--- config.mk ---
export PLATFORM = sky130hd
export DESIGN_NAME = soc_periph_top
export DESIGN_NICKNAME = d
export VERILOG_FILES = /design/src/soc_periph_pkg.sv /design/src/apb_gpio.sv /design/src/apb_timer.sv /design/src/periph_bus_decode.sv /design/src/soc_event_gen.sv /design/src/soc_periph_top.sv
export VERILOG_INCLUDE_DIRS = /design/src
export SDC_FILE = /design/constraint.sdc
export NUM_CORES = 1
export LEC_CHECK = 0
export ABC_AREA = 1
export BUFFER_PORTS_ARGS = -buffer_cell sky130_fd_sc_hd__clkbuf_2
export CAP_MARGIN = 20
export CORE_MARGIN = 8
export CORE_UTILIZATION = 35
export CTS_CLUSTER_DIAMETER = 30
export DETAILED_ROUTE_END_ITERATION = 10
export PLACE_DENSITY = 0.57
export SETUP_SLACK_MARGIN = 0.15
export SLEW_MARGIN = 20
export SYNTH_ARGS = -nofsm -noshare
export SYNTH_HDL_FRONTEND = slang
export SYNTH_HIERARCHICAL = 1
export SYNTH_SLANG_ARGS = --single-unit
--- constraint.sdc ---
create_clock -name clk_i -period 4.85 [get_ports clk_i]
set_input_delay 0 -clock clk_i [delete_from_list [all_inputs] [get_ports clk_i]]
set_output_delay 0 -clock clk_i [all_outputs]
set_load 0.005 [all_outputs]
--- src/soc_periph_defines.svh ---
/*
 * widths, peripheral address map and register offsets
 * event source ids, event fifo depth and fc event vector bits
 */
`ifndef SOC_PERIPH_DEFINES_SVH
`define SOC_PERIPH_DEFINES_SVH

// bus widths
`define APB_ADDR_WIDTH 32
`define APB_DATA_WIDTH 32

`define N_GPIO         8
`define EVNT_WIDTH     8
`define EVT_FIFO_DEPTH 4
`define N_EVT_SRC      9  // gpio 0..7, then timer
`define TIMER_EVT_ID   8

// paddr[11:8] slot codes
`define SLOT_GPIO  4'h0
`define SLOT_TIMER 4'h1
`define SLOT_EVGEN 4'h2

// register offsets, paddr[7:0]
`define GPIO_DIR   8'h00
`define GPIO_OUT   8'h04
`define GPIO_IN    8'h08
`define GPIO_IRQEN 8'h0C
`define TMR_CTRL   8'h00
`define TMR_CMP    8'h04
`define TMR_CNT    8'h08
`define EVG_MASK   8'h00
`define EVG_STATUS 8'h04

`define FC_EVT_TIMER 7   // timer irq line
`define FC_EVT_FIFO  11  // event fifo not empty

`endif

--- src/soc_periph_pkg.sv ---
/*
 * apb request and response structs
 * slot and operation enums, access classifier
 */
`include "soc_periph_defines.svh"

package soc_periph_pkg;

  // master to slave
  typedef struct packed {
    logic [`APB_ADDR_WIDTH-1:0] paddr;
    logic [`APB_DATA_WIDTH-1:0] pwdata;
    logic                       pwrite;
    logic                       psel;
    logic                       penable;
  } apb_req_t;

  // slave to master
  typedef struct packed {
    logic [`APB_DATA_WIDTH-1:0] prdata;
    logic                       pready;
    logic                       pslverr;
  } apb_rsp_t;

  typedef enum logic [1:0] {
    SLOT_GPIO,
    SLOT_TIMER,
    SLOT_EVGEN,
    SLOT_NONE   // unmapped, answers with pslverr
  } periph_slot_e;

  typedef enum logic [1:0] {
    OP_IDLE,
    OP_READ,
    OP_WRITE
  } apb_op_e;

  // access phase only, setup cycle counts as idle
  function automatic apb_op_e apb_op(apb_req_t req);
    if (!(req.psel && req.penable)) return OP_IDLE;
    return req.pwrite ? OP_WRITE : OP_READ;
  endfunction

endpackage

--- src/apb_gpio.sv ---
/*
 * apb gpio block
 * dir/out/irqen registers, input sync, rising-edge event pulses
 */
`timescale 1ns/1ps
`include "soc_periph_defines.svh"

module apb_gpio (
  input  logic                     clk_i,
  input  logic                     arst_n_i,
  input  soc_periph_pkg::apb_req_t req_i,
  output soc_periph_pkg::apb_rsp_t rsp_o,
  input  logic [`N_GPIO-1:0]       gpio_in_i,
  output logic [`N_GPIO-1:0]       gpio_out_o,
  output logic [`N_GPIO-1:0]       gpio_dir_o,
  output logic [`N_GPIO-1:0]       gpio_evt_o
);
  import soc_periph_pkg::*;

  apb_op_e            op;
  logic [7:0]         offs;
  logic [`N_GPIO-1:0] dir_q;    // 1 = output
  logic [`N_GPIO-1:0] out_q;
  logic [`N_GPIO-1:0] irqen_q;
  logic [`N_GPIO-1:0] sync1_q;
  logic [`N_GPIO-1:0] sync2_q;
  logic [`N_GPIO-1:0] prev_q;   // last synced value
  logic [`N_GPIO-1:0] evt_q;

  assign op   = apb_op(req_i);
  assign offs = req_i.paddr[7:0];

  ////////////////////
  // registers
  ////////////////////
  always_ff @(posedge clk_i or negedge arst_n_i) begin
    if (!arst_n_i) begin
      dir_q   <= '0;
      out_q   <= '0;
      irqen_q <= '0;
    end else if (op == OP_WRITE) begin
      case (offs)
        `GPIO_DIR:   dir_q   <= req_i.pwdata[`N_GPIO-1:0];
        `GPIO_OUT:   out_q   <= req_i.pwdata[`N_GPIO-1:0];
        `GPIO_IRQEN: irqen_q <= req_i.pwdata[`N_GPIO-1:0];
        default: ;  // IN is read only
      endcase
    end
  end

  ////////////////////
  // input sync + edge
  ////////////////////
  always_ff @(posedge clk_i or negedge arst_n_i) begin
    if (!arst_n_i) begin
      sync1_q <= '0;
      sync2_q <= '0;
      prev_q  <= '0;
      evt_q   <= '0;
    end else begin
      sync1_q <= gpio_in_i;
      sync2_q <= sync1_q;
      prev_q  <= sync2_q;
      evt_q   <= sync2_q & ~prev_q & irqen_q;  // rise on enabled lines
    end
  end

  assign gpio_out_o = out_q;
  assign gpio_dir_o = dir_q;
  assign gpio_evt_o = evt_q;  // 3 edges after the pin rises

  // read back, zero wait states
  always_comb begin
    rsp_o        = '0;
    rsp_o.pready = 1'b1;
    if (op == OP_READ) begin
      case (offs)
        `GPIO_DIR:   rsp_o.prdata = `APB_DATA_WIDTH'(dir_q);
        `GPIO_OUT:   rsp_o.prdata = `APB_DATA_WIDTH'(out_q);
        `GPIO_IN:    rsp_o.prdata = `APB_DATA_WIDTH'(sync2_q);
        `GPIO_IRQEN: rsp_o.prdata = `APB_DATA_WIDTH'(irqen_q);
        default:     rsp_o.prdata = '0;
      endcase
    end
  end

endmodule

--- src/apb_timer.sv ---
/*
 * apb compare timer
 * ctrl/cmp/cnt registers, counter with restart on match
 */
`timescale 1ns/1ps
`include "soc_periph_defines.svh"

module apb_timer (
  input  logic                     clk_i,
  input  logic                     arst_n_i,
  input  soc_periph_pkg::apb_req_t req_i,
  output soc_periph_pkg::apb_rsp_t rsp_o,
  output logic                     tmr_evt_o
);
  import soc_periph_pkg::*;

  apb_op_e                    op;
  logic [7:0]                 offs;
  logic                       en_q;   // CTRL bit 0
  logic [`APB_DATA_WIDTH-1:0] cmp_q;
  logic [`APB_DATA_WIDTH-1:0] cnt_q;
  logic                       match;

  assign op    = apb_op(req_i);
  assign offs  = req_i.paddr[7:0];
  assign match = en_q & (cnt_q == cmp_q);

  // pulse in the matching cycle, period cmp+1
  assign tmr_evt_o = match;

  ////////////////////
  // counter and regs
  ////////////////////
  always_ff @(posedge clk_i or negedge arst_n_i) begin
    if (!arst_n_i) begin
      en_q  <= 1'b0;
      cmp_q <= '0;
      cnt_q <= '0;
    end else begin
      if (op == OP_WRITE && offs == `TMR_CTRL) begin
        en_q  <= req_i.pwdata[0];
        cnt_q <= '0;  // ctrl write restarts the period
      end else if (en_q) begin
        cnt_q <= match ? '0 : cnt_q + 1'b1;
      end
      if (op == OP_WRITE && offs == `TMR_CMP) begin
        cmp_q <= req_i.pwdata;
      end
    end
  end

  // readback
  always_comb begin
    rsp_o        = '0;
    rsp_o.pready = 1'b1;
    if (op == OP_READ) begin
      case (offs)
        `TMR_CTRL: rsp_o.prdata = `APB_DATA_WIDTH'(en_q);
        `TMR_CMP:  rsp_o.prdata = cmp_q;
        `TMR_CNT:  rsp_o.prdata = cnt_q;
        default:   rsp_o.prdata = '0;
      endcase
    end
  end

endmodule

--- src/periph_bus_decode.sv ---
/*
 * apb peripheral decoder
 * slot select on paddr[11:8], psel gating, response mux
 */
`timescale 1ns/1ps
`include "soc_periph_defines.svh"

module periph_bus_decode (
  input  soc_periph_pkg::apb_req_t apb_req_i,
  output soc_periph_pkg::apb_rsp_t apb_rsp_o,
  output soc_periph_pkg::apb_req_t gpio_req_o,
  output soc_periph_pkg::apb_req_t tmr_req_o,
  output soc_periph_pkg::apb_req_t evg_req_o,
  input  soc_periph_pkg::apb_rsp_t gpio_rsp_i,
  input  soc_periph_pkg::apb_rsp_t tmr_rsp_i,
  input  soc_periph_pkg::apb_rsp_t evg_rsp_i
);
  import soc_periph_pkg::*;

  periph_slot_e slot;

  ////////////////////
  // slot decode
  ////////////////////
  always_comb begin
    case (apb_req_i.paddr[11:8])
      `SLOT_GPIO:  slot = SLOT_GPIO;
      `SLOT_TIMER: slot = SLOT_TIMER;
      `SLOT_EVGEN: slot = SLOT_EVGEN;
      default:     slot = SLOT_NONE;
    endcase
  end

  // same request to every peer, only psel is steered
  always_comb begin
    gpio_req_o      = apb_req_i;
    tmr_req_o       = apb_req_i;
    evg_req_o       = apb_req_i;
    gpio_req_o.psel = apb_req_i.psel & (slot == SLOT_GPIO);
    tmr_req_o.psel  = apb_req_i.psel & (slot == SLOT_TIMER);
    evg_req_o.psel  = apb_req_i.psel & (slot == SLOT_EVGEN);
  end

  ////////////////////
  // response mux
  ////////////////////
  always_comb begin
    case (slot)
      SLOT_GPIO:  apb_rsp_o = gpio_rsp_i;
      SLOT_TIMER: apb_rsp_o = tmr_rsp_i;
      SLOT_EVGEN: apb_rsp_o = evg_rsp_i;
      default: begin
        apb_rsp_o         = '0;  // prdata stays 0
        apb_rsp_o.pready  = 1'b1;
        apb_rsp_o.pslverr = 1'b1;
      end
    endcase
  end

endmodule

--- src/soc_event_gen.sv ---
/*
 * soc event generator
 * pending bits, round-robin arbiter, event id fifo
 * mask/status registers and fc event valid/ready port
 */
`timescale 1ns/1ps
`include "soc_periph_defines.svh"

module soc_event_gen (
  input  logic                     clk_i,
  input  logic                     arst_n_i,
  input  soc_periph_pkg::apb_req_t req_i,
  output soc_periph_pkg::apb_rsp_t rsp_o,
  input  logic [`N_GPIO-1:0]       gpio_evt_i,
  input  logic                     tmr_evt_i,
  output logic                     fc_event_valid_o,
  output logic [`EVNT_WIDTH-1:0]   fc_event_data_o,
  input  logic                     fc_event_ready_i
);
  import soc_periph_pkg::*;

  localparam int NSRC  = `N_EVT_SRC;
  localparam int DEPTH = `EVT_FIFO_DEPTH;
  localparam int PW    = $clog2(DEPTH);
  localparam int CW    = $clog2(DEPTH + 1);
  localparam int SW    = $clog2(NSRC);

  apb_op_e                op;
  logic [7:0]             offs;
  logic [NSRC-1:0]        src_evt;
  logic [NSRC-1:0]        mask_q;
  logic [NSRC-1:0]        pend_q;
  logic [NSRC-1:0]        gnt_oh;
  logic [SW-1:0]          last_q;   // last granted source
  logic [SW-1:0]          gnt_idx;
  logic                   gnt_vld;
  logic [`EVNT_WIDTH-1:0] fifo_mem [DEPTH];
  logic [PW-1:0]          wr_ptr_q;
  logic [PW-1:0]          rd_ptr_q;
  logic [CW-1:0]          cnt_q;
  logic                   full;
  logic                   push;
  logic                   pop;

  assign op   = apb_op(req_i);
  assign offs = req_i.paddr[7:0];

  // source order: gpio lines, then timer
  assign src_evt[`N_GPIO-1:0]   = gpio_evt_i;
  assign src_evt[`TIMER_EVT_ID] = tmr_evt_i;

  ////////////////////
  // rr arbiter
  ////////////////////
  always_comb begin
    int idx;
    gnt_vld = 1'b0;
    gnt_idx = '0;
    for (int i = 1; i <= NSRC; i++) begin
      idx = int'(last_q) + i;  // search starts after last grant
      if (idx >= NSRC) idx = idx - NSRC;
      if (!gnt_vld && pend_q[idx]) begin
        gnt_vld = 1'b1;
        gnt_idx = SW'(idx);
      end
    end
  end

  assign full   = (cnt_q == CW'(DEPTH));
  assign push   = gnt_vld & ~full;  // full fifo leaves events pending
  assign pop    = fc_event_valid_o & fc_event_ready_i;
  assign gnt_oh = push ? (NSRC'(1) << gnt_idx) : '0;

  // pending set/clear, mask register
  always_ff @(posedge clk_i or negedge arst_n_i) begin
    if (!arst_n_i) begin
      pend_q <= '0;
      mask_q <= '1;                 // all sources enabled
      last_q <= SW'(NSRC - 1);      // first search begins at source 0
    end else begin
      // new pulse in the grant cycle re-arms the bit
      pend_q <= (pend_q & ~gnt_oh) | (src_evt & mask_q);
      if (push) last_q <= gnt_idx;
      if (op == OP_WRITE && offs == `EVG_MASK) mask_q <= req_i.pwdata[NSRC-1:0];
    end
  end

  ////////////////////
  // event fifo
  ////////////////////
  always_ff @(posedge clk_i) begin
    if (push) fifo_mem[wr_ptr_q] <= `EVNT_WIDTH'(gnt_idx);  // id = source index
  end

  always_ff @(posedge clk_i or negedge arst_n_i) begin
    if (!arst_n_i) begin
      wr_ptr_q <= '0;
      rd_ptr_q <= '0;
      cnt_q    <= '0;
    end else begin
      if (push) wr_ptr_q <= wr_ptr_q + 1'b1;  // depth is a power of 2
      if (pop)  rd_ptr_q <= rd_ptr_q + 1'b1;
      cnt_q <= cnt_q + CW'(push) - CW'(pop);
    end
  end

  // head stays put until ready
  assign fc_event_valid_o = (cnt_q != '0);
  assign fc_event_data_o  = fifo_mem[rd_ptr_q];

  // mask and status readback
  always_comb begin
    rsp_o        = '0;
    rsp_o.pready = 1'b1;
    if (op == OP_READ) begin
      case (offs)
        `EVG_MASK: rsp_o.prdata = `APB_DATA_WIDTH'(mask_q);
        `EVG_STATUS: begin
          rsp_o.prdata[CW-1:0]    = cnt_q;   // fifo fill
          rsp_o.prdata[8 +: NSRC] = pend_q;  // waiting sources
        end
        default: rsp_o.prdata = '0;
      endcase
    end
  end

endmodule

--- src/soc_periph_top.sv ---
/*
 * peripheral slice top
 * decoder, gpio, timer, event generator, fc event vector
 */
`timescale 1ns/1ps
`include "soc_periph_defines.svh"

module soc_periph_top (
  input  logic                     clk_i,
  input  logic                     arst_n_i,
  input  soc_periph_pkg::apb_req_t apb_req_i,
  output soc_periph_pkg::apb_rsp_t apb_rsp_o,
  input  logic [`N_GPIO-1:0]       apbio_in_i,
  output logic [`N_GPIO-1:0]       apbio_out_o,
  output logic [`N_GPIO-1:0]       apbio_oe_o,
  output logic [31:0]              fc_events_o,
  output logic                     fc_event_valid_o,
  output logic [`EVNT_WIDTH-1:0]   fc_event_data_o,
  input  logic                     fc_event_ready_i
);
  import soc_periph_pkg::*;

  apb_req_t           gpio_req, tmr_req, evg_req;
  apb_rsp_t           gpio_rsp, tmr_rsp, evg_rsp;
  logic [`N_GPIO-1:0] gpio_evt;
  logic               tmr_evt;

  ////////////////////
  // bus
  ////////////////////
  periph_bus_decode i_periph_bus_decode (
    .apb_req_i  (apb_req_i),
    .apb_rsp_o  (apb_rsp_o),
    .gpio_req_o (gpio_req),
    .tmr_req_o  (tmr_req),
    .evg_req_o  (evg_req),
    .gpio_rsp_i (gpio_rsp),
    .tmr_rsp_i  (tmr_rsp),
    .evg_rsp_i  (evg_rsp)
  );

  ////////////////////
  // peers
  ////////////////////
  apb_gpio i_apb_gpio (
    .clk_i      (clk_i),
    .arst_n_i   (arst_n_i),
    .req_i      (gpio_req),
    .rsp_o      (gpio_rsp),
    .gpio_in_i  (apbio_in_i),
    .gpio_out_o (apbio_out_o),
    .gpio_dir_o (apbio_oe_o),   // dir doubles as pad oe
    .gpio_evt_o (gpio_evt)
  );

  apb_timer i_apb_timer (
    .clk_i     (clk_i),
    .arst_n_i  (arst_n_i),
    .req_i     (tmr_req),
    .rsp_o     (tmr_rsp),
    .tmr_evt_o (tmr_evt)
  );

  soc_event_gen i_soc_event_gen (
    .clk_i            (clk_i),
    .arst_n_i         (arst_n_i),
    .req_i            (evg_req),
    .rsp_o            (evg_rsp),
    .gpio_evt_i       (gpio_evt),
    .tmr_evt_i        (tmr_evt),
    .fc_event_valid_o (fc_event_valid_o),
    .fc_event_data_o  (fc_event_data_o),
    .fc_event_ready_i (fc_event_ready_i)
  );

  // fc event vector, unused lines tied low
  always_comb begin
    fc_events_o                = '0;
    fc_events_o[`FC_EVT_TIMER] = tmr_evt;           // timer irq
    fc_events_o[`FC_EVT_FIFO]  = fc_event_valid_o;  // fifo not empty
  end

endmodule
## Word-level counts from Yosys, hierarchy flattened

Memory sizes are Yosys's and may differ from the RTL's.
Index checks and enable logic that the tools add are counted.
Widths: inputs -> output; s select.

| operators by class | value |
|---|---|
| $add $sub $neg | 23 |
| multiply operators | 0 |
| divide/modulo/power cells | 0 |
| magnitude comparators | 18 |
| equal/unequal tests | 15 |
| shift-type cells | 1 |
| multiplexer cells | 74 |
| bitwise gates (word level) | 14 |
| reduce and logical (&&, ||, !) cells | 30 |

Operator list:

| kind | number |
|---|---|
| $mux 32 | 14 |
| $ge 32x5->1 const B | 9 |
| $lt 32x6->1 const B | 9 |
| $sub 32x5->32 const B | 9 |
| $pmux 34 s3 | 1 |
| $pmux 32 s3 | 1 |
| $bmux 1 s4 | 9 |
| $mux 4 | 9 |
| $add 32x1->32 const B | 1 |
| $eq 32x32->1 | 1 |
| $pmux 8 s4 | 1 |
| $mux 1 | 29 |
| $add 4x3->5 const B | 4 |
| $and 9x9->9 | 2 |
| $pmux 9 s2 | 1 |
| $mux 17 | 1 |
| $and 8x8->8 | 2 |
| $eq 8x4->1 const B | 2 |
| $logic_and 1x1->1 | 14 |
| $add 4x2->5 const B | 2 |
| $add 4x4->5 const B | 2 |
| $mux 9 | 1 |
| $not 9->9 | 1 |
| $or 9x9->9 | 1 |
| other kinds (25) | 49 |

| storage, ports and cells | value |
|---|---|
| flip-flop bits (word level) | 150 |
| bits in latches | 0 |
| bits in writable memories | 16 |
| ROM bits | 0 |
| input port bits | 78 |
| output and inout bits | 91 |
| logic and storage cells | 192 |
| memories kept | 1 |

Memories:

| name | words | bits a word | read ports | clocked after Yosys merged registers in | write ports | RTL line | source |
|---|---|---|---|---|---|---|---|
| i_soc_event_gen.fifo_mem | 4 | 4 | 1 | 0 | 1 | soc_event_gen.sv:37 | `` logic [`EVNT_WIDTH-1:0] fifo_mem [DEPTH]; `` |

## Logic depth before layout (Yosys ltp)

| logic depth | value |
|---|---|
| depth after elaboration | 36 |
| mapped depth | 31 |

## Cells and area by module

Netlist, hierarchy kept.

Modules (own cells, without submodules):

| module | instances | cells an instance | area an instance (um^2) | seq. area each (um^2) |
|---|---|---|---|---|
| soc_event_gen | 1 | 762 | 5136.2 | 1218.7 |
| apb_timer | 1 | 802 | 4890.9 | 1626.6 |
| apb_gpio | 1 | 253 | 2471.1 | 1401.3 |
| periph_bus_decode | 1 | 373 | 2393.5 | 0.0 |
| soc_periph_top | 1 | 33 | 244.0 | 0.0 |

## Worst setup path after synthesis

Ideal clock, no wire load.

| path | value |
|---|---|
| path type | flip-flop to flip-flop |
| start | register i_soc_event_gen.last_q[0] |
| end | register i_soc_event_gen.cnt_q[2] |
| arrival time | 4.188 ns |
| data required time | 4.721 ns |
| setup slack | 0.534 ns |
| cell stages (with the launch flop) | 29 |
| clock period less this slack | 4.316 ns |
| cells stage by stage | dfrtp_1 buf_6 inv_4 buf_2 ha_1 buf_2 nand2_1 inv_2 nor2_1 nand2_1 o21ai_1 nand3_1 nand2_1 nand2_1 nand3_1 nand2_2 nor2_8 nand4_4 nor2_8 nand3b_1 nand2_1 buf_2 ha_1 inv_1 ha_1 inv_1 fa_1 xnor2_1 xor2_1 |

| on the way | value |
|---|---|
| word-level cells in the longest chain between the ends | 34 |
| elaborated cells on any way between the ends | 91 |

RTL lines:

| what | RTL line | source |
|---|---|---|
| start: declaration | soc_event_gen.sv:34 | `logic [SW-1:0] last_q;` |
| start signal: assignment | soc_event_gen.sv:79 | `last_q <= SW'(NSRC - 1);` |
| start signal: assignment | soc_event_gen.sv:83 | `if (push) last_q <= gnt_idx;` |
| $add 4x1->5 | soc_event_gen.sv:60 | `idx = int'(last_q) + i;` |
| $sub 32x5->32 / $ge 32x5->1 (equally long branches) | soc_event_gen.sv:61 | `if (idx >= NSRC) idx = idx - NSRC;` |
| $mux 32 | soc_event_gen.sv:61 |  |
| $bmux 1 s4 | soc_event_gen.sv:62 | `if (!gnt_vld && pend_q[idx]) begin` |
| $mux 1 (implied by the code) (2 in a row) | soc_event_gen.sv:62 |  |
| $mux 1 | soc_event_gen.sv:62 |  |
| $logic_not 1->1 | soc_event_gen.sv:62 |  |
| $logic_and 1x1->1 | soc_event_gen.sv:62 |  |
| [17 not listed] | - |  |
| $logic_and 1x1->1 | soc_event_gen.sv:62 |  |
| $mux 1 | soc_event_gen.sv:62 |  |
| $logic_not 1->1 | soc_event_gen.sv:62 |  |
| $logic_and 1x1->1 | soc_event_gen.sv:62 |  |
| $mux 1 (*) | soc_event_gen.sv:62 |  |
| $and 1x1->1 (*) | soc_event_gen.sv:70 | `assign push = gnt_vld & ~full;` |
| $add 3x1->3 (*) | soc_event_gen.sv:103 | `cnt_q <= cnt_q + CW'(push) - CW'(pop);` |
| $sub 3x1->3 (*) | soc_event_gen.sv:103 |  |
| end signal: assignment | soc_event_gen.sv:103 |  |
| end: declaration | soc_event_gen.sv:40 | `logic [CW-1:0] cnt_q;` |

Mark *: on every way between the ends. The rest lies on a longest branch, timed or not. The select of a mux whose other input is x is not followed.
A chain may end at the register's enable or synchronous reset.

## Final worst setup path

| path | value |
|---|---|
| start | register i_soc_event_gen.last_q[1] |
| end | register i_soc_event_gen.cnt_q[2] |

The elaborated chain is that of the path after synthesis.

==> impl_results.rst <==
.. list-table::
   :header-rows: 1

   * - Metric
     - Value
   * - Starting DRT DRC Count
     - approximately 1000
   * - Fill cell instance count of the final layout
     - 4370
   * - Number of warning messages in the yosys log
     - 6
   * - Crit path launch type
     - flop
   * - CTS tree
     - built
   * - RSZ-0062 raised after global routing
     - no
   * - Number of max-slew violations in the final report
     - 0
   * - Final GP Congestion
     - about 0.95
   * - Internal power consumption
     - 2.34 mW
   * - Post-Synthesis Mean Instance Area
     - between 6 and 7 um2
   * - Effective utilization at floorplan
     - about a third
   * - Crit path max fanout
     - 9
   * - Global-route met2 utilization
     - between 30% and 40%
   * - Global-route layer with the greatest usage
     - met2
   * - Clock Sinks
     - approximately 170
   * - Hold violation count in the final report
     - 0
   * - Crit. End Element
     - flop
   * - Clock tree skew after final layout
     - 0.0133 ns
   * - Slowest CP cell
     - sky130_fd_sc_hd__ha_1
   * - Net switching component of the power
     - between 0.8 and 0.9 mW
   * - Number of top-level pins
     - between 150 and 200
   * - HPWL after detailed placement
     - about 36 mm
   * - Delay contributed by the slowest stage of the critical path
     - 0.48 ns
   * - Buffer and inverter count on the worst path
     - 5
   * - H-tree level count
     - 4
   * - Endpoint arrival time on the critical path
     - 4.64 ns
   * - Skew-Pair Late Insertion Delay
     - between 0.4 and 0.5 ns
   * - Largest net degree at the start of global routing
     - between 60 and 70
   * - Cells after DPL
     - between 2000 and 3000
   * - Port Buf Inserts
     - 114
   * - Count of buffers added by post-CTS timing repair for setup
     - 0
   * - Die Outline Area
     - around 47000 um2
   * - Kind of cell adding the most delay to the critical path
     - simple AND/OR/NAND/NOR gates
   * - Proportion of layout cells with a drive suffix above 1
     - 15.2%
   * - Slew at the pin closest to its max-slew limit
     - 1.06 ns
   * - Status
     - completed
   * - Crit Path Category
     - flop to flop
   * - Switching power as a share of total power
     - 27.5%
   * - Placed cell area
     - ~14000 um2
   * - Final setup TNS
     - 0 ns
   * - Area of the core region
     - 40500 um2
   * - Routed wire length per instance
     - approximately 17 um
   * - Portion of total power attributed to sequential cells
     - a little under half
   * - Ordered list of cells on the worst path
     - inv_1 -> ha_1 -> nand2_1 -> inv_2 -> nor2_1 -> inv_2 -> nand2_2 -> nand2_4 -> nand3_1 -> nand3_1 -> nand3_2 -> nand3_4 -> nor2_8 -> nand4_4 -> nor2_8 -> nand3b_1 -> nand2_1 -> ha_1 -> inv_1 -> ha_1 -> inv_1 -> fa_1 -> xnor2_1 -> xor2_1
   * - Final routed wirelength across all metal layers
     - 47.0 mm
   * - Commonest non-fill, non-tap cells in the layout
     - sky130_fd_sc_hd__nand2_1 (566), sky130_fd_sc_hd__nand3_1 (339), sky130_fd_sc_hd__nor2_1 (209), sky130_fd_sc_hd__inv_1 (169), sky130_fd_sc_hd__dfrtp_1 (140)
   * - Commonest non-fill, non-tap cell in the layout
     - sky130_fd_sc_hd__nand2_1
   * - Power density normalized to cell area
     - 210 nW/um2
   * - First-pass GRT wire length
     - around 73 mm
   * - Antenna Violating Nets Remaining
     - 0
   * - Maximum root-to-sink buffer count
     - 2
   * - Cell chosen for the clock root
     - sky130_fd_sc_hd__clkbuf_16
   * - Cell Rows
     - 74
   * - Data required time of the critical path
     - between 5 and 6 ns
   * - Clock input transition at the sequential cells of the worst setup and hold paths
     - 0.07 ns
   * - Die Ht
     - around 220 um
   * - Max VDD drop
     - 0.192 mV
   * - Final Cycle Share
     - 88.1%
   * - Post-synthesis instance area
     - approximately 14000 um2
   * - Clk network pwr share
     - 44.1%
   * - Highest achievable clock rate
     - 0.234 GHz
   * - Die width
     - between 200 and 250 um
   * - Grt total ovfl
     - 0
   * - Drt pass-1 iters
     - 7
   * - Cell area after layout
     - 15400 um2
   * - Net count reported at finish
     - roughly 2300
   * - Final routed DRC violation total
     - 0
   * - Number of global-route vias before repair
     - 12800
   * - Number of max-cap violations
     - 0
   * - Min cycle time layout
     - 4.27 ns
   * - Area overhead of the layout relative to synthesis
     - 8.25%
   * - M1 GR Usage
     - between 20% and 30%
   * - Number of failing setup endpoints in the final timing report
     - 0
   * - Via count
     - ~13000
   * - All-layer global routing usage
     - about a fifth
   * - Cells after synthesis
     - around 2100
   * - Leakage power
     - 7.22 nW
   * - Rel. slew slack
     - between 20 and 30%
   * - Num CTS Buffers
     - 17
   * - Grt met3 use
     - roughly 3.4%
   * - Final cell count without fillers
     - 2703
   * - Tightest Hold Check Type
     - input pin to async pin
   * - Number of vias per cell after detailed routing
     - approximately 4.9
   * - Share of power burned in combinational logic
     - between 10% and 20%
   * - Initial antenna violation count
     - 1
==> per-layer routing <==
| layer | part of all wire, % | vias up |
|---|---|---|
| met5 | 0 | - |
| met4 | 2.9 | 0 |
| met3 | 4.9 | 68 |
| met2 | 48 | 352 |
| met1 | 44 | 6179 |
| li1 | - | 6659 |
==> power groups by stage <==
stage	registers (mW)	logic, mW	clock network [mW]
floorplan	1.48	0.274	0
global placement	1.51	0.298	0
detailed placement	1.51	0.303	0
CTS	1.48	0.330	1.47
global route	1.49	0.368	1.52
finish	1.48	0.326	1.43
==> what timing repair did <==
action / in CTS / in global routing
hold endpoints to repair: 137 / 0
resized for setup: 0 / 0
hold buffers: 44 / 0
==> path summary, 6_finish.rpt <==
path                                      startpoint                        end  slack, ns  cells past startpoint
min                                         arst_n_i      i_apb_timer/cnt_q[31]       0.08                      2
max reg2reg                i_soc_event_gen/last_q[1]   i_soc_event_gen/cnt_q[2]       0.58                     24
min reg2reg                    i_apb_gpio/sync1_q[3]      i_apb_gpio/sync2_q[3]       0.35                      0
max in group asynchronous                   arst_n_i  i_soc_event_gen/last_q[1]       3.64                      3
max                        i_soc_event_gen/last_q[1]   i_soc_event_gen/cnt_q[2]       0.58                     24
min in group clk_i                     apb_req_i[35]      i_apb_timer/cmp_q[30]       0.15                      6
==> stage by stage <==
stage          setup slack, ns  power (mW)  hold slack (ns)  utilization, %
2_1_floorplan            0.534        1.76           -0.296               -
3_3_place_gp             0.593        1.81           0.0282            35.5
3_5_place_dp             0.614        1.81           0.0202            35.5
4_1_cts                  0.590        3.28            0.102            38.1
5_1_grt                  0.284        3.37            0.151            38.1
6_report                 0.576        3.23           0.0783            38.1
==> worst register-to-register path: cells and delay by family (launching register included) <==
family                     cells  cell delay, ns
buffers and inverters          5            0.58
adders and majority gates      4            1.22
and+or+nand+nor               13            1.69
xor gates and xnor gates       2            0.34
DFF                            1            0.37
==> state kept, by name, indices dropped and copies added (netlist names), 9 cells and up <==
signal and count:
i_soc_event_gen/pend_q 9, i_soc_event_gen/mask_q 9, i_apb_timer/cmp_q 32, i_soc_event_gen/fifo_mem 16
i_apb_timer/cnt_q 32
==> cell type report <==
cell class | count | area, um2 | share of cell area [%]
clock buffer | 18 | 439 | 2.85
clock inverter | 14 | 160 | 1.04
sequential | 166 | 4250 | 27.5
antenna | 2 | 5.00 | 0.0325
timing repair buffer | 195 | 1310 | 8.48
multi-input combinational | 1586 | 7860 | 51.0
inverter | 190 | 736 | 4.77
tap | 532 | 666 | 4.32
Power figures use the tool's default switching activity.
